`src/mips_cfg.svh`:
```
`ifndef MIPS_CFG_SVH
`define MIPS_CFG_SVH

// Data and address width of the MIPS32 integer datapath
`define XLEN 32

`define REG_COUNT 32
`define REG_ADDR_W 5

// First instruction address after reset
`define RESET_PC 32'h0000_0000

`endif

```
`src/mipsPkg.sv`:
```
`include "mips_cfg.svh"

package mipsPkg;

	typedef logic [`XLEN-1:0] word_t;
	typedef logic [`XLEN-1:0] addr_t;
	typedef logic [`REG_ADDR_W-1:0] regAddr_t;

	// Primary opcodes in instr[31:26]
	typedef enum logic [5:0] {
		OP_SPECIAL = 6'h00,
		OP_J       = 6'h02,
		OP_BEQ     = 6'h04,
		OP_BNE     = 6'h05,
		OP_ADDIU   = 6'h09,
		OP_ORI     = 6'h0d,
		OP_LUI     = 6'h0f,
		OP_LW      = 6'h23,
		OP_SW      = 6'h2b
	} opcode_t;

	// Function codes of SPECIAL in instr[5:0]
	typedef enum logic [5:0] {
		FN_SLL  = 6'h00,
		FN_ADDU = 6'h21,
		FN_SUBU = 6'h23,
		FN_AND  = 6'h24,
		FN_OR   = 6'h25,
		FN_XOR  = 6'h26,
		FN_SLT  = 6'h2a
	} funct_t;

	typedef enum logic [3:0] {
		ALU_ADD, ALU_SUB, ALU_AND, ALU_OR, ALU_XOR, ALU_SLT, ALU_SLL, ALU_LUI
	} aluOp_t;

	typedef enum logic [1:0] {
		FWD_REG, FWD_MEM, FWD_WB
	} fwdSel_t;

endpackage

```
`src/regFile.sv`:
```
`timescale 1ns/1ps
`include "mips_cfg.svh"

module regFile
	import mipsPkg::*;
(
	input  logic     clk,
	input  logic     rstN_i,
	input  regAddr_t raddrA_i,
	input  regAddr_t raddrB_i,
	output word_t    rdataA_o,
	output word_t    rdataB_o,
	input  logic     we_i,
	input  regAddr_t waddr_i,
	input  word_t    wdata_i
);

	word_t regs [`REG_COUNT];
	logic  wrValid;

	assign wrValid = we_i && waddr_i != '0;

	always_ff @(posedge clk or negedge rstN_i) begin
		if (!rstN_i) begin
			for (int i = 0; i < `REG_COUNT; i++) begin
				regs[i] <= '0;
			end
		end else if (wrValid) begin
			regs[waddr_i] <= wdata_i;
		end
	end

	// A write in this cycle is already visible to decode
	assign rdataA_o = (wrValid && waddr_i == raddrA_i) ? wdata_i : regs[raddrA_i];
	assign rdataB_o = (wrValid && waddr_i == raddrB_i) ? wdata_i : regs[raddrB_i];

	zeroRegReadsZero: assert property (@(posedge clk) disable iff (!rstN_i)
		(raddrA_i != '0 || rdataA_o == '0) && (raddrB_i != '0 || rdataB_o == '0));

endmodule

```
`src/fetchStage.sv`:
```
`timescale 1ns/1ps
`include "mips_cfg.svh"

module fetchStage
	import mipsPkg::*;
(
	input  logic  clk,
	input  logic  rstN_i,
	input  logic  stall_i,
	input  logic  branchTaken_i,
	input  addr_t branchTarget_i,
	output addr_t instSramAddr_o,
	input  word_t instSramRdata_i,
	output word_t instrD_o,
	output addr_t pcD_o
);

	// Address of the instruction now on the SRAM read port
	addr_t pcF;
	logic  fetchValid;

	always_comb begin
		if (stall_i) begin
			instSramAddr_o = pcF;
		end else if (branchTaken_i) begin
			instSramAddr_o = branchTarget_i;
		end else begin
			instSramAddr_o = pcF + 32'd4;
		end
	end

	always_ff @(posedge clk or negedge rstN_i) begin
		if (!rstN_i) begin
			pcF <= `RESET_PC - 32'd4;
			fetchValid <= 1'b0;
		end else begin
			pcF <= instSramAddr_o;
			fetchValid <= 1'b1;
		end
	end

	// Read data in the first cycle out of reset belongs to no fetch
	always_ff @(posedge clk or negedge rstN_i) begin
		if (!rstN_i) begin
			instrD_o <= '0;
		end else if (!stall_i) begin
			instrD_o <= fetchValid ? instSramRdata_i : '0;
		end
	end

	always_ff @(posedge clk) begin
		if (!stall_i) begin
			pcD_o <= pcF;
		end
	end

endmodule

```
`src/decodeStage.sv`:
```
`timescale 1ns/1ps
`include "mips_cfg.svh"

module decodeStage
	import mipsPkg::*;
(
	input  logic     clk,
	input  logic     rstN_i,
	input  logic     stall_i,
	input  logic     bubble_i,
	input  word_t    instrD_i,
	input  addr_t    pcD_i,
	output regAddr_t rsAddr_o,
	output regAddr_t rtAddr_o,
	input  word_t    rsData_i,
	input  word_t    rtData_i,
	input  fwdSel_t  fwdA_i,
	input  fwdSel_t  fwdB_i,
	input  word_t    resultM_i,
	output logic     branchD_o,
	output logic     branchTaken_o,
	output addr_t    branchTarget_o,
	output aluOp_t   aluOpE_o,
	output word_t    opAE_o,
	output word_t    opBE_o,
	output word_t    immE_o,
	output logic     useImmE_o,
	output logic     memReadE_o,
	output logic     memWriteE_o,
	output logic     regWriteE_o,
	output regAddr_t rsE_o,
	output regAddr_t rtE_o,
	output regAddr_t destE_o,
	output addr_t    pcE_o
);

	aluOp_t   aluOp;
	word_t    imm;
	word_t    opA;
	word_t    opB;
	addr_t    pcPlus4;
	regAddr_t dest;
	logic     useImm;
	logic     memRead;
	logic     memWrite;
	logic     regWrite;
	logic     destIsRd;
	logic     isBeq;
	logic     isBne;
	logic     isJump;

	assign rsAddr_o = instrD_i[25:21];
	assign rtAddr_o = instrD_i[20:16];

	always_comb begin
		aluOp = ALU_ADD;
		imm = {{16{instrD_i[15]}}, instrD_i[15:0]};
		useImm = 1'b1;
		memRead = 1'b0;
		memWrite = 1'b0;
		regWrite = 1'b0;
		destIsRd = 1'b0;
		isBeq = 1'b0;
		isBne = 1'b0;
		isJump = 1'b0;
		case (opcode_t'(instrD_i[31:26]))
			OP_SPECIAL: begin
				// Shift amount rides in the immediate field
				imm = {27'b0, instrD_i[10:6]};
				useImm = 1'b0;
				destIsRd = 1'b1;
				regWrite = 1'b1;
				case (funct_t'(instrD_i[5:0]))
					FN_ADDU: aluOp = ALU_ADD;
					FN_SUBU: aluOp = ALU_SUB;
					FN_AND:  aluOp = ALU_AND;
					FN_OR:   aluOp = ALU_OR;
					FN_XOR:  aluOp = ALU_XOR;
					FN_SLT:  aluOp = ALU_SLT;
					FN_SLL:  aluOp = ALU_SLL;
					default: regWrite = 1'b0;
				endcase
			end
			OP_ADDIU: regWrite = 1'b1;
			OP_ORI: begin
				aluOp = ALU_OR;
				imm = {16'b0, instrD_i[15:0]};
				regWrite = 1'b1;
			end
			OP_LUI: begin
				aluOp = ALU_LUI;
				regWrite = 1'b1;
			end
			OP_LW: begin
				memRead = 1'b1;
				regWrite = 1'b1;
			end
			OP_SW:  memWrite = 1'b1;
			OP_BEQ: isBeq = 1'b1;
			OP_BNE: isBne = 1'b1;
			OP_J:   isJump = 1'b1;
			default: ;
		endcase
	end

	assign dest = !regWrite ? '0 : destIsRd ? instrD_i[15:11] : rtAddr_o;

	// The comparator takes writeback results from the register file bypass
	assign opA = (fwdA_i == FWD_MEM) ? resultM_i : rsData_i;
	assign opB = (fwdB_i == FWD_MEM) ? resultM_i : rtData_i;

	assign pcPlus4 = pcD_i + 32'd4;
	assign branchD_o = isBeq | isBne;
	assign branchTaken_o = !stall_i &&
		(isJump || (isBeq && opA == opB) || (isBne && opA != opB));
	assign branchTarget_o = isJump ? {pcPlus4[31:28], instrD_i[25:0], 2'b00}
		: pcPlus4 + {imm[29:0], 2'b00};

	always_ff @(posedge clk or negedge rstN_i) begin
		if (!rstN_i) begin
			memReadE_o <= 1'b0;
			memWriteE_o <= 1'b0;
			regWriteE_o <= 1'b0;
			destE_o <= '0;
		end else begin
			memReadE_o <= memRead & !bubble_i;
			memWriteE_o <= memWrite & !bubble_i;
			regWriteE_o <= regWrite & !bubble_i;
			destE_o <= bubble_i ? '0 : dest;
		end
	end

	always_ff @(posedge clk) begin
		aluOpE_o <= aluOp;
		opAE_o <= opA;
		opBE_o <= opB;
		immE_o <= imm;
		useImmE_o <= useImm;
		rsE_o <= rsAddr_o;
		rtE_o <= rtAddr_o;
		pcE_o <= pcD_i;
	end

	compareNoWbSelect: assert property (@(posedge clk) disable iff (!rstN_i)
		fwdA_i != FWD_WB && fwdB_i != FWD_WB);

endmodule

```
`src/executeStage.sv`:
```
`timescale 1ns/1ps
`include "mips_cfg.svh"

module executeStage
	import mipsPkg::*;
(
	input  logic       clk,
	input  logic       rstN_i,
	input  aluOp_t     aluOpE_i,
	input  word_t      opAE_i,
	input  word_t      opBE_i,
	input  word_t      immE_i,
	input  logic       useImmE_i,
	input  logic       memReadE_i,
	input  logic       memWriteE_i,
	input  logic       regWriteE_i,
	input  regAddr_t   destE_i,
	input  addr_t      pcE_i,
	input  fwdSel_t    fwdA_i,
	input  fwdSel_t    fwdB_i,
	input  word_t      resultW_i,
	output regAddr_t   destE_o,
	output logic       regWriteE_o,
	output logic       memReadE_o,
	output logic       dataSramEn_o,
	output logic [3:0] dataSramWen_o,
	output addr_t      dataSramAddr_o,
	output word_t      dataSramWdata_o,
	output word_t      resultM_o,
	output regAddr_t   destM_o,
	output logic       regWriteM_o,
	output logic       memReadM_o,
	output addr_t      pcM_o
);

	word_t srcA;
	word_t srcB;
	word_t aluB;
	word_t aluOut;

	function automatic word_t fwdMux(fwdSel_t sel, word_t regVal, word_t memVal, word_t wbVal);
		case (sel)
			FWD_MEM: return memVal;
			FWD_WB:  return wbVal;
			default: return regVal;
		endcase
	endfunction

	assign srcA = fwdMux(fwdA_i, opAE_i, resultM_o, resultW_i);
	assign srcB = fwdMux(fwdB_i, opBE_i, resultM_o, resultW_i);
	assign aluB = useImmE_i ? immE_i : srcB;

	always_comb begin
		case (aluOpE_i)
			ALU_SUB: aluOut = srcA - aluB;
			ALU_AND: aluOut = srcA & aluB;
			ALU_OR:  aluOut = srcA | aluB;
			ALU_XOR: aluOut = srcA ^ aluB;
			ALU_SLT: aluOut = {31'b0, $signed(srcA) < $signed(aluB)};
			ALU_SLL: aluOut = srcB << immE_i[4:0];
			ALU_LUI: aluOut = {aluB[15:0], 16'b0};
			default: aluOut = srcA + aluB;
		endcase
	end

	// Whole-word accesses only
	assign dataSramEn_o = memReadE_i | memWriteE_i;
	assign dataSramWen_o = {4{memWriteE_i}};
	assign dataSramAddr_o = aluOut;
	assign dataSramWdata_o = srcB;

	assign destE_o = destE_i;
	assign regWriteE_o = regWriteE_i;
	assign memReadE_o = memReadE_i;

	always_ff @(posedge clk or negedge rstN_i) begin
		if (!rstN_i) begin
			regWriteM_o <= 1'b0;
			memReadM_o <= 1'b0;
			destM_o <= '0;
		end else begin
			regWriteM_o <= regWriteE_i;
			memReadM_o <= memReadE_i;
			destM_o <= destE_i;
		end
	end

	always_ff @(posedge clk) begin
		resultM_o <= aluOut;
		pcM_o <= pcE_i;
	end

	noReadAndWrite: assert property (@(posedge clk) disable iff (!rstN_i)
		!(memReadE_i && memWriteE_i));

endmodule

```
`src/memoryStage.sv`:
```
`timescale 1ns/1ps
`include "mips_cfg.svh"

module memoryStage
	import mipsPkg::*;
(
	input  logic       clk,
	input  logic       rstN_i,
	input  word_t      resultM_i,
	input  regAddr_t   destM_i,
	input  logic       regWriteM_i,
	input  logic       memReadM_i,
	input  addr_t      pcM_i,
	input  word_t      dataSramRdata_i,
	output logic       rfWe_o,
	output regAddr_t   rfWaddr_o,
	output word_t      rfWdata_o,
	output addr_t      debugWbPc_o,
	output logic [3:0] debugWbRfWen_o,
	output regAddr_t   debugWbRfWnum_o,
	output word_t      debugWbRfWdata_o
);

	word_t wbData;

	// Load data arrives this cycle from the request made in execute
	assign wbData = memReadM_i ? dataSramRdata_i : resultM_i;

	always_ff @(posedge clk or negedge rstN_i) begin
		if (!rstN_i) begin
			rfWe_o <= 1'b0;
		end else begin
			rfWe_o <= regWriteM_i && destM_i != '0;
		end
	end

	always_ff @(posedge clk) begin
		rfWaddr_o <= destM_i;
		rfWdata_o <= wbData;
		debugWbPc_o <= pcM_i;
	end

	assign debugWbRfWen_o = {4{rfWe_o}};
	assign debugWbRfWnum_o = rfWaddr_o;
	assign debugWbRfWdata_o = rfWdata_o;

endmodule

```
`src/hazardUnit.sv`:
```
`timescale 1ns/1ps
`include "mips_cfg.svh"

module hazardUnit
	import mipsPkg::*;
(
	input  regAddr_t rsD_i,
	input  regAddr_t rtD_i,
	input  logic     branchD_i,
	input  regAddr_t rsE_i,
	input  regAddr_t rtE_i,
	input  regAddr_t destE_i,
	input  logic     regWriteE_i,
	input  logic     memReadE_i,
	input  regAddr_t destM_i,
	input  logic     regWriteM_i,
	input  logic     memReadM_i,
	input  regAddr_t destW_i,
	input  logic     regWriteW_i,
	output logic     stallF_o,
	output logic     stallD_o,
	output logic     bubbleE_o,
	output fwdSel_t  fwdAD_o,
	output fwdSel_t  fwdBD_o,
	output fwdSel_t  fwdAE_o,
	output fwdSel_t  fwdBE_o
);

	logic loadUse;
	logic branchWait;
	logic stall;

	// Register zero never produces a dependence
	function automatic logic hit(regAddr_t dest, logic we, regAddr_t src);
		return we && dest != '0 && dest == src;
	endfunction

	assign fwdAD_o = hit(destM_i, regWriteM_i, rsD_i) ? FWD_MEM : FWD_REG;
	assign fwdBD_o = hit(destM_i, regWriteM_i, rtD_i) ? FWD_MEM : FWD_REG;

	assign fwdAE_o = hit(destM_i, regWriteM_i, rsE_i) ? FWD_MEM :
		hit(destW_i, regWriteW_i, rsE_i) ? FWD_WB : FWD_REG;
	assign fwdBE_o = hit(destM_i, regWriteM_i, rtE_i) ? FWD_MEM :
		hit(destW_i, regWriteW_i, rtE_i) ? FWD_WB : FWD_REG;

	assign loadUse = hit(destE_i, memReadE_i, rsD_i) || hit(destE_i, memReadE_i, rtD_i);

	// The comparator only sees results that have reached memory as ALU values
	assign branchWait = branchD_i &&
		(hit(destE_i, regWriteE_i, rsD_i) || hit(destE_i, regWriteE_i, rtD_i) ||
		hit(destM_i, memReadM_i, rsD_i) || hit(destM_i, memReadM_i, rtD_i));

	assign stall = loadUse || branchWait;
	assign stallF_o = stall;
	assign stallD_o = stall;
	assign bubbleE_o = stall;

endmodule

```
`src/mycpuTop.sv`:
```
`timescale 1ns/1ps
`include "mips_cfg.svh"

module mycpuTop
	import mipsPkg::*;
(
	input  logic       clk,
	input  logic       rstN_i,
	output addr_t      instSramAddr_o,
	input  word_t      instSramRdata_i,
	output logic       dataSramEn_o,
	output logic [3:0] dataSramWen_o,
	output addr_t      dataSramAddr_o,
	output word_t      dataSramWdata_o,
	input  word_t      dataSramRdata_i,
	output addr_t      debugWbPc_o,
	output logic [3:0] debugWbRfWen_o,
	output regAddr_t   debugWbRfWnum_o,
	output word_t      debugWbRfWdata_o
);

	word_t    instrD;
	addr_t    pcD;
	logic     branchD;
	logic     branchTaken;
	addr_t    branchTarget;
	regAddr_t rsD;
	regAddr_t rtD;
	word_t    rsDataD;
	word_t    rtDataD;
	logic     stallF;
	logic     stallD;
	logic     bubbleE;
	fwdSel_t  fwdAD;
	fwdSel_t  fwdBD;
	fwdSel_t  fwdAE;
	fwdSel_t  fwdBE;
	aluOp_t   aluOpE;
	word_t    opAE;
	word_t    opBE;
	word_t    immE;
	logic     useImmE;
	logic     memReadE;
	logic     memWriteE;
	logic     regWriteE;
	regAddr_t rsE;
	regAddr_t rtE;
	regAddr_t destE;
	addr_t    pcE;
	regAddr_t hzDestE;
	logic     hzRegWriteE;
	logic     hzMemReadE;
	word_t    resultM;
	regAddr_t destM;
	logic     regWriteM;
	logic     memReadM;
	addr_t    pcM;
	logic     rfWe;
	regAddr_t rfWaddr;
	word_t    rfWdata;

	fetchStage fetch (
		.clk(clk), .rstN_i(rstN_i), .stall_i(stallF),
		.branchTaken_i(branchTaken), .branchTarget_i(branchTarget),
		.instSramAddr_o(instSramAddr_o), .instSramRdata_i(instSramRdata_i),
		.instrD_o(instrD), .pcD_o(pcD)
	);

	regFile regs (
		.clk(clk), .rstN_i(rstN_i),
		.raddrA_i(rsD), .raddrB_i(rtD), .rdataA_o(rsDataD), .rdataB_o(rtDataD),
		.we_i(rfWe), .waddr_i(rfWaddr), .wdata_i(rfWdata)
	);

	decodeStage decode (
		.clk(clk), .rstN_i(rstN_i), .stall_i(stallD), .bubble_i(bubbleE),
		.instrD_i(instrD), .pcD_i(pcD),
		.rsAddr_o(rsD), .rtAddr_o(rtD), .rsData_i(rsDataD), .rtData_i(rtDataD),
		.fwdA_i(fwdAD), .fwdB_i(fwdBD), .resultM_i(resultM),
		.branchD_o(branchD), .branchTaken_o(branchTaken), .branchTarget_o(branchTarget),
		.aluOpE_o(aluOpE), .opAE_o(opAE), .opBE_o(opBE), .immE_o(immE),
		.useImmE_o(useImmE), .memReadE_o(memReadE), .memWriteE_o(memWriteE),
		.regWriteE_o(regWriteE), .rsE_o(rsE), .rtE_o(rtE), .destE_o(destE), .pcE_o(pcE)
	);

	executeStage execute (
		.clk(clk), .rstN_i(rstN_i),
		.aluOpE_i(aluOpE), .opAE_i(opAE), .opBE_i(opBE), .immE_i(immE),
		.useImmE_i(useImmE), .memReadE_i(memReadE), .memWriteE_i(memWriteE),
		.regWriteE_i(regWriteE), .destE_i(destE), .pcE_i(pcE),
		.fwdA_i(fwdAE), .fwdB_i(fwdBE), .resultW_i(rfWdata),
		.destE_o(hzDestE), .regWriteE_o(hzRegWriteE), .memReadE_o(hzMemReadE),
		.dataSramEn_o(dataSramEn_o), .dataSramWen_o(dataSramWen_o),
		.dataSramAddr_o(dataSramAddr_o), .dataSramWdata_o(dataSramWdata_o),
		.resultM_o(resultM), .destM_o(destM), .regWriteM_o(regWriteM),
		.memReadM_o(memReadM), .pcM_o(pcM)
	);

	memoryStage memory (
		.clk(clk), .rstN_i(rstN_i),
		.resultM_i(resultM), .destM_i(destM), .regWriteM_i(regWriteM),
		.memReadM_i(memReadM), .pcM_i(pcM), .dataSramRdata_i(dataSramRdata_i),
		.rfWe_o(rfWe), .rfWaddr_o(rfWaddr), .rfWdata_o(rfWdata),
		.debugWbPc_o(debugWbPc_o), .debugWbRfWen_o(debugWbRfWen_o),
		.debugWbRfWnum_o(debugWbRfWnum_o), .debugWbRfWdata_o(debugWbRfWdata_o)
	);

	hazardUnit hazard (
		.rsD_i(rsD), .rtD_i(rtD), .branchD_i(branchD),
		.rsE_i(rsE), .rtE_i(rtE), .destE_i(hzDestE),
		.regWriteE_i(hzRegWriteE), .memReadE_i(hzMemReadE),
		.destM_i(destM), .regWriteM_i(regWriteM), .memReadM_i(memReadM),
		.destW_i(rfWaddr), .regWriteW_i(rfWe),
		.stallF_o(stallF), .stallD_o(stallD), .bubbleE_o(bubbleE),
		.fwdAD_o(fwdAD), .fwdBD_o(fwdBD), .fwdAE_o(fwdAE), .fwdBE_o(fwdBE)
	);

endmodule

```
`config.mk`:
```
export PLATFORM = sky130hd
export DESIGN_NAME = mycpuTop
export DESIGN_NICKNAME = d
export VERILOG_FILES = /design/src/mipsPkg.sv /design/src/regFile.sv /design/src/fetchStage.sv /design/src/decodeStage.sv /design/src/executeStage.sv /design/src/memoryStage.sv /design/src/hazardUnit.sv /design/src/mycpuTop.sv
export VERILOG_INCLUDE_DIRS = /design/src /design/src/src
export SDC_FILE = /design/constraint.sdc
export NUM_CORES = 2
export LEC_CHECK = 0
export ABC_CLOCK_PERIOD_IN_PS = 9800
export BUFFER_PORTS_ARGS = -buffer_cell sky130_fd_sc_hd__buf_2
export CAP_MARGIN = 25
export CELL_PAD_IN_SITES_DETAIL_PLACEMENT = 1
export CELL_PAD_IN_SITES_GLOBAL_PLACEMENT = 2
export CORE_MARGIN = 2
export CORE_UTILIZATION = 25
export DETAILED_ROUTE_END_ITERATION = 6
export GPL_TIMING_DRIVEN = 0
export MAX_ROUTING_LAYER = met4
export PLACE_DENSITY_LB_ADDON = 0.08
export SLEW_MARGIN = 10
export SYNTH_ARGS = -nofsm -noshare
export SYNTH_HDL_FRONTEND = slang
export SYNTH_SLANG_ARGS = --single-unit
```
`constraint.sdc`:
```
create_clock -name clk -period 9.8 [get_ports clk]
set_clock_uncertainty 0.2 [all_clocks]
set_input_delay 0.98 -clock clk [delete_from_list [all_inputs] [get_ports clk]]
set_output_delay 0.98 -clock clk [all_outputs]
set_load 0.02 [all_outputs]
```
# Word level (Yosys, flattened, before mapping)
# Index checks and enable logic that the tools add are counted.
# word_totals
mem_bits_rw	0
mem_bits_ro	0
latch_bits	0
output_inout_bits	174
reg_bits	1413
mem_count	0
inputBits	66
word_cells	200
# classes
n_bitwise	11
shift	1
n_eq_ne	39
n_mux	43
n_addsub	5
multipliers	0
magnitude_cmp	5
reduce_logical	39
n_div	0
# op_table
op	n
$bwmux 1024	1
$mux 32	15
$bmux 32 s5	2
$pmux 32 s7	1
$pmux 32 s2	3
$demux 32 s5	1
$add 32x3->32 const B	2
$add 32x32->32	2
$eq 5x5->1	10
$eq 6x6->1 const B	8
$and 32x32->32	1
$eq 32x32->1	1
$lt 32x32->1	1
$ne 32x32->1	1
$or 32x32->32	1
$shl 32x5->32	1
$sub 32x32->32	1
$xor 32x32->32	1
$logic_and 1x1->1	24
$eq 6x4->1 const B	3
$ge 6x6->1 const B	3
$not 5->6	3
$pmux 3 s6	1
$eq 4x3->1 const B	4
20 further kinds	52

# Longest topological paths before layout
# depth
depth_word	13
ltp_mapped	26
ltp_nobuf	23

# Cells and area by module
# Synthesis repeated with hierarchy kept, for this count alone.
# hier_totals
hier_cells	6217
hier_area_um2	78191.2
# by_module_without_submodules
module	cells_per_inst	seq_area_each_um2	area_each_um2	instances
regFile	3433	25624.6	53740.3	1
executeStage	1356	1456.4	10287.4	1
decodeStage	793	2742.6	7181.9	1
fetchStage	407	2625.0	4270.3	1
memoryStage	149	1406.3	2117.0	1
hazardUnit	79	0.0	594.3	1

# Least setup slack after synthesis
# No wires, ideal clock.
# synth_timing
path_type	register to output
start	register memory.rfWaddr_o[4] (netlist: memory.debugWbRfWnum_o[4])
end	output dataSramAddr_o[28]
stages_incl_launch_ff	26
arrival_ns	6.645
path_slack_ns	1.975
required_ns	8.620
path_buffers	4
cell_sequence	dfxtp_1 -> buf_2 -> xnor2_1 -> nand3_1 -> nor4_2 -> buf_4 -> buf_2 -> mux2i_1 -> o21ai_0 -> mux2i_1 -> inv_1 -> ha_1 -> clkbuf_1 -> nor2b_1 -> o21ai_0 -> a21oi_1 -> o41a_1 -> o211ai_1 -> a31oi_1 -> a211o_1 -> a41oi_1 -> a21oi_1 -> and3_1 -> or2_2 -> a22o_1 -> a221oi_1
# synth_between
elab_chain_cells	10
elab_cells_between_ends	24
cone_classes	add/sub (2); eq/ne (6); shift (1); mux (8); bitwise (3); reduce/logical (4)
# synth_lines
element	line	text
start, declared	memoryStage.sv:16	output regAddr_t rfWaddr_o,
start signal, assigned	memoryStage.sv:38	rfWaddr_o <= destM_i;
$reduce_bool 5->1	hazardUnit.sv:35	return we && dest != '0 && dest == src;
$logic_and 1x1->1	hazardUnit.sv:35	
$logic_and 1x1->1 (*)	hazardUnit.sv:35	
$mux 2 (*)	hazardUnit.sv:44	hit(destW_i, regWriteW_i, rtE_i) ? FWD_WB : FWD_REG;
$mux 2 (*)	hazardUnit.sv:43	assign fwdBE_o = hit(destM_i, regWriteM_i, rtE_i) ? FWD_MEM :
$eq 2x2->1 / $eq 2x1->1 (equally long branches)	executeStage.sv:42	case (sel)
$pmux 32 s2 (*)	executeStage.sv:42	
named net dataSramWdata_o[2]	mycpuTop.sv:14	output word_t dataSramWdata_o,
$mux 32	executeStage.sv:51	assign aluB = useImmE_i ? immE_i : srcB;
$add 32x32->32 / $sub 32x32->32 (equally long branches)	executeStage.sv:62, executeStage.sv:55	
$pmux 32 s7 (*)	executeStage.sv:54	case (aluOpE_i)
end, declared	mycpuTop.sv:13	output addr_t dataSramAddr_o,
# The timed path passes the listed nets; every way through them passes the cells marked *.

# Final worst setup path
# layout_timing
start	register fetch.instrD_o[22]
end	output instSramAddr_o[0]
# layout_between
elab_chain_cells	13
elab_cells_between_ends	32
cone_classes	eq/ne (6); mux (8); bitwise (1); reduce/logical (17)
# layout_lines
element	line	text
start, declared	fetchStage.sv:14	output word_t instrD_o,
start signal, assigned	fetchStage.sv:47	instrD_o <= fetchValid ? instSramRdata_i : '0;
$not 5->6 (not written as such)	regFile.sv:34	assign rdataA_o = (wrValid && waddr_i == raddrA_i) ? wdata_i : regs[raddrA_i];
$bmux 32 s5	regFile.sv:34	
$mux 32 (not written as such) (2 in a row)	regFile.sv:34	
$mux 32	regFile.sv:34	
$mux 32	decodeStage.sv:109	assign opA = (fwdA_i == FWD_MEM) ? resultM_i : rsData_i;
$eq 32x32->1	decodeStage.sv:115	(isJump || (isBeq && opA == opB) || (isBne && opA != opB));
$logic_and 1x1->1	decodeStage.sv:115	
$logic_or 1x1->1 (2 in a row)	decodeStage.sv:115	
$logic_and 1x1->1	decodeStage.sv:114	assign branchTaken_o = !stall_i &&
$mux 32	fetchStage.sv:25	end else if (branchTaken_i) begin
$mux 32 (*)	fetchStage.sv:23	if (stall_i) begin
end, declared	mycpuTop.sv:9	output addr_t instSramAddr_o,
# Every way passes the cells marked *; elsewhere a longest branch is shown, timed or not. The select of a mux whose other input is x is not followed.

==> metrics <==
wire length of the first global-routing pass=661.1 mm; Hold Path End=memory.debugWbRfWdata_o[12]$_DFF_P_; FF+latch count, synth=1,397; worst hold-check path type=in2reg; CP peak stage delay=0.62 ns; total of max-cap violations=0; die area=0.3157 mm²; fillers=33,795; Fmax=102.4 MHz; number of synthesized flops with an enable pin=32; RR Endpoint=fetch.pcF[0]$_DFF_PN0_; CTS buffer count=184; CTS clock-pin slew for the worst setup and hold paths=0.06 ns; synth-to-layout area growth=19.45%; hold depth=2; Period Utilization, post-route=99.69%; Rows=204; clock latency on the worst-skew pair=0.91 ns; Slew HR=14.89%; RSZ-0062 raised after global routing=yes; Worst R2R Start=fetch.instrD_o[22]$_DFFE_PN0P_; critical path type=reg2out; synth warn=0; FFs w/ async S/R, synth=79.10%; Biggest register=regs.regs; Sw Pwr=6.145 mW; register area share after synthesis=43.51%; Synth Area per Inst=11.87 µm²; Comb pwr share=21.7%; initial antenna violation count=66; all-layer global routing usage=32.50%; CP startpoint=fetch.instrD_o[22]$_DFFE_PN0P_; CTS tree=done; Final Total Pwr=17.57 mW; Die Width=561.9 µm; H-tree Lvls=4; GP Congestion=0.9683; final hold viol count=0; synthesized area=0.07780 mm²; Core Box Area=0.3094 mm²; clock share of power=40.3%; vias=64,578; Pwr Density=189.1 mW/mm²; # nets final=7,310; Post-route DRC=0; Max clock buf depth=4; worst path required time=8.62 ns; Port Buffer Count=239; hold_sp=dataSramRdata_i[12]; sequential power share=38.0%; antenna viol nets, final=0; share of cells above drive strength 1=34.59%; vias in the first global route=64,945; peak supply drop=0.1280 mV; hpwl dp=376.4 mm; CP Data Arrival Time=8.59 ns; drt pass-1 iters=5; Syn Nets=6,752; Util after Layout=30.04%; Initial DRC Count=6,763; Wirelength per Cell=44.61 µm; fin crit period=9.770 ns; switching part of the total=34.97%; Cell variety after synth=99; Post-DP Area=0.08637 mm²; CTS sink count=1,397; I/O Pins=240; dominant synthesized flop cell=dfrtp_1; WP buf/inv=8; P_int=11.43 mW; fin. max-slew vios=0; Vias/cell=5.662; Critical Path Most Common Cell=buf_4; cell area after layout=0.09294 mm²; largest net degree at the start of global routing=136; worst-path cell chain=buf_4 > buf_6 > buf_4 > buf_4 > buf_4 > buf_4 > mux4_2 > o31ai_1 > o2111ai_1 > and3_1 > nor3_2 > nand4_1 > nor4_4 > xnor2_1 > o21ai_2 > buf_4 > nand2_1 > o21ai_0 > buf_2; worst r2r path cells=18; Setup crit end kind=output pin; Largest delay share family, worst path=buffers and inverters; Post-Route WL=508.8 mm; post-synthesis instance total=6,556; effective utilization at floorplan=25.15%; crit-path max FO=10; measured slew at the worst slew-check pin=1.267 ns; Overflow after GRT=0; Worst Setup Start Kind=flop; setup TNS=0 ns; R2R setup slack=2.01 ns; status=finished, final reports clean; chip height=561.9 µm; LEAKAGE=40.49 nW; Setup-failing EPs final=0; slowest cell on the critical path=buf_4; clock root buffer=clkbuf_16; number of flip-flops in the largest register=1,024
## cell type report
type	instances	area [µm²]	area share (%)
diodes	25	62.56	0.06731
plain buffers	622	3118	3.355
clock buffers	268	5393	5.802
clock inverters	64	724.4	0.7795
inverters	170	638.1	0.6866
multi-input cells	4365	40840	43.95
flip-flops and latches	1397	33860	36.43
well taps	4120	5155	5.547
repair buffers	374	3148	3.387
## cell usage after synthesis, drive strengths merged (52+ instances only)
| master | n | area (µm²) |
|---|---|---|
| a21oi | 205 | 1026 |
| a221oi | 64 | 560.5 |
| a22oi | 137 | 1028 |
| buf | 224 | 1345 |
| clkbuf | 400 | 1501 |
| dfrtp | 1075 | 26900 |
| dfxtp | 260 | 5205 |
| ha | 127 | 1589 |
| inv | 166 | 623.1 |
| mux2 | 943 | 10620 |
| mux2i | 475 | 4755 |
| mux4 | 404 | 9099 |
| nand2 | 424 | 1592 |
| nand3 | 109 | 545.5 |
| nor2 | 202 | 758.2 |
| nor3 | 76 | 396.6 |
| o21ai | 327 | 1644 |
| o22ai | 52 | 325.3 |
| xnor2 | 104 | 910.9 |
| xor2 | 53 | 464.2 |
## stage by stage
stage,hold WS [ns],setup slack [ns],cells
floorplan,0.1096,1.975,6556
global placement,0.1111,-19.89,10915
detailed placement,0.1132,-1.566,11043
CTS,0.02976,0.003236,11377
global route,0.08558,-0.03021,11389
finish,0.1089,0.02997,11405
## cells by family after synthesis
group	after synthesis	synth area share (%)
other	1	0.004820
XOR/XNOR	157	1.767
AND/OR/NAND/NOR	1089	6.622
AO/OA/AOI/OAI	1166	10.04
adder cells (fa/ha/maj)	130	2.120
buffers and inverters	794	4.479
multiplexers	1822	31.45
flip-flops	1397	43.51
## worst register-to-register path, stage by stage, from the launching register on
cell,delay (ns)
dfrtp_1,0.38
buf_4,0.34
buf_6,0.38
buf_4,0.43
buf_4,0.65
buf_4,0.50
buf_4,0.48
mux4_2,0.46
o31ai_1,0.48
o2111ai_1,0.47
and3_1,0.34
nor3_2,0.43
nand4_1,0.22
nor4_4,0.44
xnor2_1,0.19
o21ai_2,0.30
buf_4,0.33
nand2_1,0.23
o21ai_0,0.41
## cells in the final DEF (no fill, tap or decap), drive strengths merged, types with 205 or more instances in the layout
cell    synthesis  layout
a21oi         205     205
mux4          404     404
clkbuf        400     672
o21ai         327     327
mux2          943     943
nand2         424     424
mux2i         475     475
dfrtp        1075    1075
dfxtp         260     260
buf           224     590
## routing by layer
metal  up-vias  track usage, %  share of wire (%)
met2      2935           49.40                 45
li1      25610               -                  -
met3       896           5.345                6.6
met1     35137           41.56                 42
met5         -               -                  0
met4         0           16.90                6.1
## power by group through the flow
stage	Combinational [mW]	Clock [mW]	Sequential, mW
floorplan	1.82	0	6.66
global placement	3.64	0	6.80
detailed placement	3.74	0	6.79
CTS	3.77	7.21	6.69
global route	3.99	7.43	6.74
finish	3.81	7.08	6.69
## worst max-delay path by stage
stage | depth (start not counted) | to | slack (ns)
after floorplan | 25 | dataSramAddr_o[28] | 1.97
final | 19 | instSramAddr_o[0] | 0.03
after global placement | 1 | decode.memWriteE_o$_DFF_PN0_ | -19.89
after CTS | 28 | dataSramAddr_o[28] | 0.003
after detailed placement | 25 | dataSramAddr_o[29] | -1.57
after global routing | 26 | dataSramAddr_o[31] | -0.03
## timing repair
item / in CTS / in global routing
buffers inserted: 2 / 4
endpoints found under the setup margin: 60 / 20
pin swaps: 3 / 3
gates resized for setup: 75 / 28
hold buffers: 1 / 0
hold endpoints to repair: 103 / 0
Power figures use the tool's default switching activity.
